### src/ctr_macros.svh
// ##################################################
// register map and window of the CTR accelerator
// and the cipher round count
// ##################################################

`ifndef CTR_MACROS_SVH
`define CTR_MACROS_SVH

// window claimed on the CPU bus, end is exclusive
`define CTR_WIN_BASE  16'hff00
`define CTR_WIN_END   16'hff30

// byte registers
`define CTR_REG_START 16'hff00
`define CTR_REG_STATE 16'hff01
`define CTR_REG_ADDR  16'hff02
`define CTR_REG_LEN   16'hff04
// gap up to the key is unmapped
`define CTR_REG_KEY   16'hff10
`define CTR_REG_CTR   16'hff20

// speck-128/128
`define CTR_ROUNDS    32

`endif

### src/ctr_pkg.sv
// ##################################################
// shared types of the CTR accelerator
// ##################################################

`default_nettype none

package ctr_pkg;

    // engine sequence, read back through the state register
    typedef enum logic [1:0] {
        IDLE  = 2'd0,
        READ  = 2'd1,
        CRYPT = 2'd2,
        WRITE = 2'd3
    } eng_state_e;

    // one cipher block, byte 0 in bits 7:0
    typedef logic [127:0] block_t;

    // one byte beat towards external memory
    // held until the memory acks it
    typedef struct packed {
        logic        stb;
        logic        wr;
        logic [15:0] addr;
        logic [7:0]  wdata;
    } mem_req_t;

endpackage

`default_nettype wire

### src/byte_reg_bank.sv
// ##################################################
// byte addressed CPU register with a typed payload
// ##################################################

`default_nettype none

module byte_reg_bank #(
    parameter type payload_t = logic [15:0]
) (
    input  logic       clk,
    input  logic       rst,
    input  logic       we,
    input  logic [3:0] byte_sel,
    input  logic [7:0] wdata,
    output logic [7:0] rdata,
    output payload_t   value
);

    localparam int NBYTES = $bits(payload_t) / 8;
    localparam int SELW   = $clog2(NBYTES);

    logic [NBYTES-1:0][7:0] bytes_q;
    logic [SELW-1:0]        idx;

    // only the low select bits matter for narrow payloads
    assign idx = byte_sel[SELW-1:0];

    always_ff @(posedge clk) begin
        if (rst) begin
            bytes_q <= '0;
        end else if (we) begin
            bytes_q[idx] <= wdata;
        end
    end

    // read-back is combinational
    assign rdata = bytes_q[idx];

    assign value = payload_t'(bytes_q);

endmodule

`default_nettype wire

### src/speck_core.sv
// ##################################################
// iterative speck-128/128 encryptor, one round per
// cycle with the key schedule run alongside
// ##################################################

`default_nettype none

`include "ctr_macros.svh"

module speck_core (
    input  logic            clk,
    input  logic            rst,
    input  logic            start,
    input  ctr_pkg::block_t pt,
    input  ctr_pkg::block_t key,
    output ctr_pkg::block_t ct,
    output logic            done
);

    localparam int RW = $clog2(`CTR_ROUNDS);
    localparam logic [RW-1:0] LAST = RW'(`CTR_ROUNDS - 1);

    logic [63:0]   x_q, y_q, k_q, l_q;
    logic [63:0]   cx, cy, ck, cl;
    logic [63:0]   nx, ny, nk, nl;
    logic [RW-1:0] rnd_q;
    logic [RW-1:0] ri;
    logic          busy_q;

    function automatic logic [63:0] ror8(input logic [63:0] v);
        return {v[7:0], v[63:8]};
    endfunction

    function automatic logic [63:0] rol3(input logic [63:0] v);
        return {v[60:0], v[63:61]};
    endfunction

    // round 0 runs straight off the inputs in the start cycle
    always_comb begin
        cx = start ? pt[127:64]  : x_q;
        cy = start ? pt[63:0]    : y_q;
        cl = start ? key[127:64] : l_q;
        ck = start ? key[63:0]   : k_q;
        ri = start ? '0          : rnd_q;

        nx = (ror8(cx) + cy) ^ ck;
        ny = rol3(cy) ^ nx;
        // key words use the same round with the index as key
        nl = (ror8(cl) + ck) ^ 64'(ri);
        nk = rol3(ck) ^ nl;
    end

    always_ff @(posedge clk) begin
        if (start || busy_q) begin
            x_q <= nx;
            y_q <= ny;
            l_q <= nl;
            k_q <= nk;
        end
    end

    always_ff @(posedge clk) begin
        if (rst) begin
            busy_q <= 1'b0;
            rnd_q  <= '0;
            done   <= 1'b0;
        end else begin
            done <= 1'b0;
            if (start) begin
                busy_q <= 1'b1;
                rnd_q  <= RW'(1);
            end else if (busy_q) begin
                rnd_q <= rnd_q + 1'b1;
                if (rnd_q == LAST) begin
                    busy_q <= 1'b0;
                    done   <= 1'b1;
                end
            end
        end
    end

    assign ct = {x_q, y_q};

endmodule

`default_nettype wire

### src/ctr_dma_engine.sv
// ##################################################
// CTR block sequencer: reads a block, waits for the
// keystream, writes the XORed block back in place
// ##################################################

`default_nettype none

module ctr_dma_engine (
    input  logic                clk,
    input  logic                rst,
    input  logic                go,
    input  logic [15:0]         base,
    input  logic [15:0]         len,
    input  ctr_pkg::block_t     iv,
    input  ctr_pkg::block_t     keystream,
    input  logic                ks_done,
    output logic                ks_start,
    output ctr_pkg::block_t     ctr_blk,
    output ctr_pkg::eng_state_e state,
    output ctr_pkg::mem_req_t   mem_req,
    input  logic                mem_ack,
    input  logic [7:0]          mem_rdata
);

    ctr_pkg::eng_state_e state_d;

    logic [3:0]      byte_cnt;
    logic [15:0]     blk_off;
    logic [12:0]     blk_rem;
    logic [16:0]     len_up;
    logic [12:0]     nblk;
    logic [12:0]     first_rem;
    logic            beat;
    logic            last_beat;
    logic            start_op;
    ctr_pkg::block_t ctr_q;
    ctr_pkg::block_t rd_buf;
    ctr_pkg::block_t wr_buf;

    // block count rounded up, never below one
    assign len_up    = {1'b0, len} + 17'd15;
    assign nblk      = len_up[16:4];
    assign first_rem = (nblk == 13'd0) ? 13'd0 : nblk - 13'd1;

    assign start_op  = go && (state == ctr_pkg::IDLE);
    assign beat      = mem_req.stb && mem_ack;
    assign last_beat = beat && (byte_cnt == 4'd15);

    always_comb begin
        state_d = state;
        case (state)
            ctr_pkg::IDLE:  if (go) state_d = ctr_pkg::READ;
            ctr_pkg::READ:  if (last_beat) state_d = ctr_pkg::CRYPT;
            ctr_pkg::CRYPT: if (ks_done) state_d = ctr_pkg::WRITE;
            ctr_pkg::WRITE: begin
                if (last_beat) begin
                    state_d = (blk_rem != 13'd0) ? ctr_pkg::READ : ctr_pkg::IDLE;
                end
            end
            default: state_d = ctr_pkg::IDLE;
        endcase
    end

    always_ff @(posedge clk) begin
        if (rst) begin
            state    <= ctr_pkg::IDLE;
            byte_cnt <= 4'd0;
            blk_off  <= 16'd0;
            blk_rem  <= 13'd0;
            ks_start <= 1'b0;
        end else begin
            state <= state_d;
            // core kicks off in the first CRYPT cycle
            ks_start <= last_beat && (state == ctr_pkg::READ);
            if (start_op) begin
                byte_cnt <= 4'd0;
                blk_off  <= 16'd0;
                blk_rem  <= first_rem;
            end else begin
                if (beat) begin
                    byte_cnt <= byte_cnt + 4'd1;
                end
                if (last_beat && state == ctr_pkg::WRITE && blk_rem != 13'd0) begin
                    blk_off <= blk_off + 16'd16;
                    blk_rem <= blk_rem - 13'd1;
                end
            end
        end
    end

    // running counter, one step per finished block
    always_ff @(posedge clk) begin
        if (start_op) begin
            ctr_q <= iv;
        end else if (last_beat && state == ctr_pkg::WRITE) begin
            ctr_q <= ctr_q + 128'd1;
        end
    end

    always_ff @(posedge clk) begin
        if (beat && state == ctr_pkg::READ) begin
            rd_buf[{byte_cnt, 3'b000} +: 8] <= mem_rdata;
        end
        if (ks_done && state == ctr_pkg::CRYPT) begin
            wr_buf <= rd_buf ^ keystream;
        end
    end

    assign ctr_blk = ctr_q;

    // address wraps modulo 64k
    always_comb begin
        mem_req.stb   = (state == ctr_pkg::READ) || (state == ctr_pkg::WRITE);
        mem_req.wr    = (state == ctr_pkg::WRITE);
        mem_req.addr  = base + blk_off + {12'd0, byte_cnt};
        mem_req.wdata = wr_buf[{byte_cnt, 3'b000} +: 8];
    end

endmodule

`default_nettype wire

### src/ctr_accel_top.sv
// ##################################################
// CTR accelerator top: CPU register window, engine
// and speck core
// ##################################################

`default_nettype none

`include "ctr_macros.svh"

module ctr_accel_top (
    input  logic              clk,
    input  logic              rst,
    input  logic              stb,
    input  logic              wr,
    input  logic [15:0]       addr,
    input  logic [7:0]        wdata,
    output logic              ack,
    output logic [7:0]        rdata,
    output ctr_pkg::mem_req_t mem_req,
    input  logic              mem_ack,
    input  logic [7:0]        mem_rdata
);

    ctr_pkg::eng_state_e eng_state;
    ctr_pkg::block_t     key_val, iv_val, ctr_blk, keystream;

    logic [15:0] base_val, len_val;
    logic [7:0]  addr_rd, len_rd, key_rd, ctr_rd;
    logic        sel_start, sel_state, sel_addr, sel_len, sel_key, sel_ctr;
    logic        win_hit, wr_en, go, ks_start, ks_done;

    assign win_hit = (addr >= `CTR_WIN_BASE) && (addr < `CTR_WIN_END);
    assign ack     = stb && win_hit;

    assign sel_start = (addr == `CTR_REG_START);
    assign sel_state = (addr == `CTR_REG_STATE);
    assign sel_addr  = ({addr[15:1], 1'b0} == `CTR_REG_ADDR);
    assign sel_len   = ({addr[15:1], 1'b0} == `CTR_REG_LEN);
    assign sel_key   = ({addr[15:4], 4'h0} == `CTR_REG_KEY);
    assign sel_ctr   = ({addr[15:4], 4'h0} == `CTR_REG_CTR);

    // registers are frozen while the engine runs
    assign wr_en = ack && wr && (eng_state == ctr_pkg::IDLE);
    assign go    = wr_en && sel_start && wdata[0];

    byte_reg_bank #(.payload_t(logic [15:0])) u_addr (
        .clk(clk), .rst(rst), .we(wr_en && sel_addr), .byte_sel(addr[3:0]),
        .wdata(wdata), .rdata(addr_rd), .value(base_val)
    );
    byte_reg_bank #(.payload_t(logic [15:0])) u_len (
        .clk(clk), .rst(rst), .we(wr_en && sel_len), .byte_sel(addr[3:0]),
        .wdata(wdata), .rdata(len_rd), .value(len_val)
    );
    byte_reg_bank #(.payload_t(ctr_pkg::block_t)) u_key (
        .clk(clk), .rst(rst), .we(wr_en && sel_key), .byte_sel(addr[3:0]),
        .wdata(wdata), .rdata(key_rd), .value(key_val)
    );
    byte_reg_bank #(.payload_t(ctr_pkg::block_t)) u_ctr (
        .clk(clk), .rst(rst), .we(wr_en && sel_ctr), .byte_sel(addr[3:0]),
        .wdata(wdata), .rdata(ctr_rd), .value(iv_val)
    );

    // start register and holes read as zero
    always_comb begin
        if (sel_state)     rdata = {6'd0, eng_state};
        else if (sel_addr) rdata = addr_rd;
        else if (sel_len)  rdata = len_rd;
        else if (sel_key)  rdata = key_rd;
        else if (sel_ctr)  rdata = ctr_rd;
        else               rdata = 8'd0;
    end

    ctr_dma_engine u_eng (
        .clk(clk), .rst(rst), .go(go), .base(base_val), .len(len_val),
        .iv(iv_val), .keystream(keystream), .ks_done(ks_done),
        .ks_start(ks_start), .ctr_blk(ctr_blk), .state(eng_state),
        .mem_req(mem_req), .mem_ack(mem_ack), .mem_rdata(mem_rdata)
    );

    speck_core u_cipher (
        .clk(clk), .rst(rst), .start(ks_start), .pt(ctr_blk), .key(key_val),
        .ct(keystream), .done(ks_done)
    );

endmodule

`default_nettype wire

### config.mk
export PLATFORM = sky130hd
export DESIGN_NAME = ctr_accel_top
export DESIGN_NICKNAME = d
export VERILOG_FILES = /design/src/ctr_pkg.sv /design/src/byte_reg_bank.sv /design/src/speck_core.sv /design/src/ctr_dma_engine.sv /design/src/ctr_accel_top.sv
export VERILOG_INCLUDE_DIRS = /design/src /design/src/src
export SDC_FILE = /design/constraint.sdc
export NUM_CORES = 2
export LEC_CHECK = 0
export ABC_AREA = 1
export ABC_CLOCK_PERIOD_IN_PS = 31400
export BUFFER_PORTS_ARGS = -buffer_cell sky130_fd_sc_hd__buf_4
export CAP_MARGIN = 20
export CELL_PAD_IN_SITES_DETAIL_PLACEMENT = 1
export CELL_PAD_IN_SITES_GLOBAL_PLACEMENT = 1
export CORE_MARGIN = 10
export CORE_UTILIZATION = 45
export DETAILED_ROUTE_END_ITERATION = 8
export PLACE_DENSITY = 0.78
export RECOVER_POWER = 25
export SYNTH_ARGS = -nofsm -noshare
export SYNTH_HDL_FRONTEND = slang
export SYNTH_SLANG_ARGS = --single-unit
### constraint.sdc
create_clock -name clk -period 31.4 [get_ports clk]
set_clock_uncertainty 0.15 [all_clocks]
set_input_delay 0 -clock clk [delete_from_list [all_inputs] [get_ports clk]]
set_output_delay 0 -clock clk [all_outputs]
set_load 0.005 [all_outputs]
==> flow_summary.ini <==
[status]
run_status = complete, but fails checks
violated_checks = capacitance limit, slew limit

[synthesis]
synth_area_leaders = sky130_fd_sc_hd__edfxtp_1 (32%), sky130_fd_sc_hd__dfxtp_1 (11%), sky130_fd_sc_hd__nand2_1 (9.9%)
post-synth-top-area-cell = sky130_fd_sc_hd__edfxtp_1
yosys.cell_count.top_type = sky130_fd_sc_hd__nand2_1
syn_nets = 7845
synth_area_per_inst_sq_um = 7.883
post_synth_most_frequent_cells = sky130_fd_sc_hd__nand2_1 (1595), sky130_fd_sc_hd__nor2_1 (1071), sky130_fd_sc_hd__inv_1 (1015)
seq_area_frac_synth_pct = 42.73
yosysWarningCount = 0
postSynthRegisterBits = 967
asyncSetResetFlopFracSynth_pct = 0
synth_cells = 7648
unique_cell_type_count_in_the_yosys_netlist = 60
synth_enable_flop_cells = 640
synth-main-ff-cell = sky130_fd_sc_hd__edfxtp_1
netlist.area_leader.share_pct = 31.88
total_standard_cell_area_after_synthesis_sq_um = 60290

[clocking]
ctsRootBufferMaster = sky130_fd_sc_hd__clkbuf_16
clk_lat_worst_skew_ns = 0.77
clock_slew_at_reported_path_ffs_ns = 0.07
cts.repair.resized = 0
cts_max_path_buffers = 3
clock_tree.htree_level_count = 3
number_of_buffers_created_by_cts = 110
cts_tree = yes
clock_sinks = 967

[grt]
grt_use_total_pct = 38.96
number_of_global_route_vias_before_repair = 57110
first_pass_grt_wire_length_mm = 416.5
initial_antenna_violation_count = 20
maximum_number_of_pins_on_one_net_before_global_route_repair = 169
globalRouteOverflowTotal = 0

[die]
row_count = 134
boundaryPins = 72
start_util_pct = 45.23
floorplan.die_area_sq_um = 149000
floorplan.core_area_sq_um = 133300
chipWidth_um = 386.0
chip_height_um = 386.0

[worst_setup_path]
worst_path_most_repeated_cell = sky130_fd_sc_hd__nand2_1
timing.critical_path.slowest_stage_cell = sky130_fd_sc_hd__clkinvlp_2
worst-endpoint-required_ns = 31.75
critical-path-max-stage-delay_ns = 4.97
path_max_fanout = 169
timing.critical_path.cells = clkinvlp_2, o21ai_1, ha_1, a21oi_1, inv_1, nand2_1, nand3_1, nand3_1, nand2_1, nand2_1, nand2_1, nand2_1, nand2_1, nand2_1, nand2_1, nand2_1, nand2_1
worst_setup_path_start_kind = register
worst-setup-path-type = reg2reg
worst-endpoint-arrival_ns = 12.89
rrSetupSlack_ns = 18.85
crit_path_end_kind = register

[final_layout]
multi_input_area_sq_um = 29390
syn_to_final_growth_pct = 10.12
finish.cell_count_without_fillers = 9564
layout.filler_cells = 16240
regArea_sq_um = 25770
post_route_cells_drive_above_1_share_pct = 7.174
finish.net_count = 7893

[route]
first_iter_violations = 7026
route.final.wire_length_mm = 298.9
first_pass_iters = 6
final_antenna_net_count = 0
vias_cell = 6.043
drc_violation_count_after_routing = 0
num_vias = 57800
average_wire_length_per_cell_after_detail_routing_um = 31.25

[power_and_ir_drop]
power_density_nw_per_um2 = 42.39
power_mw = 2.814
power.leakage_nw = 28.38
vdd_drop_max_mv = 0.04932

[timing]
hold_viol = 0
maxSlewViolCount = 611
final.period_utilization_pct = 39.96
hold_slack_ns = 0.04075
period_minus_slack_ns = 12.55
final_worst_setup_slack_ns = 18.85
grt_setup_unrepaired = false
relSlewSlack_pct = -483.0
timing_worst_slew_pin_value_ns = 8.744
tns_ns = 0
setup-violations-final = 0
max_freq_mhz = 79.69

[place]
dpl_worst_slack_ns = 25.03
dp_hpwl_mm = 242.6
gpl.final_weighted_congestion = 1.067
port_buffers = 71
place_inst = 9310

[worst_hold_path]
worst_hold_path_type = in2reg

[flow_run]
timing.max_cap.violations = 9
-- worst paths after layout --
kind,startpoint,end,cells after the start
max,u_eng.ks_start,u_cipher.k_q[55],17
min,mem_rdata[1],u_eng.rd_buf[33],4
max reg2reg,u_eng.ks_start,u_cipher.k_q[55],17
min reg2reg,u_eng.blk_off[8],u_eng.blk_off[8],2
-- sequential cells by signal, summed over array words and instances (netlist names), 128 cells and up --
| signal | cells |
|---|---|
| u_ctr.value | 128 |
| u_eng.ctr_blk | 128 |
| u_eng.rd_buf | 128 |
| u_eng.wr_buf | 128 |
| u_key.value | 128 |
-- final cells by class --
type	count	share of cell area, %
Multi-Input combinational cell	5393	44.26
Clock buffer	136	4.387
Sequential cell	967	38.81
Antenna cell	4	0.01508
Timing Repair Buffer	200	2.407
Clock inverter	72	0.9913
Inverter	1024	5.797
Tap cell	1768	3.332
-- where the power goes --
part	switching (mW)	internal, mW
Combinational	0.111	0.0306
Clock	0.588	0.734
Sequential	0.00604	1.34
Total	0.705	2.11
-- cells by family after synthesis --
family	count (synthesis)	synth area share, %
adders and majority gates	160	3.358
AOI/OAI and AO/OA	1448	15.11
xor gates and xnor gates	487	7.396
muxes	1	0.01660
buffers and inverters	1288	8.548
DFF	967	42.73
and+or+nand+nor	3297	22.83
-- timing repair --
action                                 in CTS  in global routing
hold buffers                               38                  0
endpoints found under the hold margin     444                  0
setup buffers                               0                  0
-- per-layer routing --
| metal | vias up | track usage [%] | routed length [um] |
|---|---|---|---|
| met5 | - | 0 | 79 |
| li1 | 25480 | - | - |
| met2 | 2962 | 59.37 | 129100 |
| met3 | 577 | 9.023 | 30120 |
| met1 | 28770 | 51.46 | 120900 |
| met4 | 10 | 19.91 | 18660 |
-- cell usage in the layout, fill, tap and decap left out, drive strengths merged, types with 13 or more instances in the layout --
| master | n |
|---|---|
| xnor2 | 82 |
| dlygate4sd3 | 38 |
| a211oi | 257 |
| xor2 | 392 |
| nand2 | 1623 |
| nand4 | 86 |
| nor4 | 29 |
| clkinvlp | 13 |
| ha | 157 |
| edfxtp | 640 |
| inv | 1024 |
| o21bai | 27 |
| o221ai | 14 |
| a21oi | 290 |
| nand3 | 258 |
| o21ai | 668 |
| clkbuf | 145 |
| nor3 | 159 |
| dfxtp | 327 |
| nand3b | 30 |
| nor2 | 1090 |
| clkinv | 50 |
| o22ai | 130 |
| buf | 153 |
| a31oi | 15 |
-- worst max-delay path, delay by kind of cell, from the launching register on --
| kind | cells | cell delay [ns] |
|---|---|---|
| adder cells (fa/ha/maj) | 1 | 0.48 |
| AND/OR/NAND/NOR | 12 | 1.55 |
| flip-flops | 1 | 1.47 |
| buffers and inverters | 2 | 5.05 |
| AO/OA/AOI/OAI | 2 | 3.41 |
-- per-stage QoR --
step | cell area [sq um] | utilization, %
final | 66390 | 49.81
after global routing | 66380 | 49.80
after CTS | 66430 | 49.84
after detailed placement | 62480 | 46.87
after global placement | 62400 | 46.82
after floorplan | 60290 | -
No activity file was read; power rests on OpenSTA's default activity.
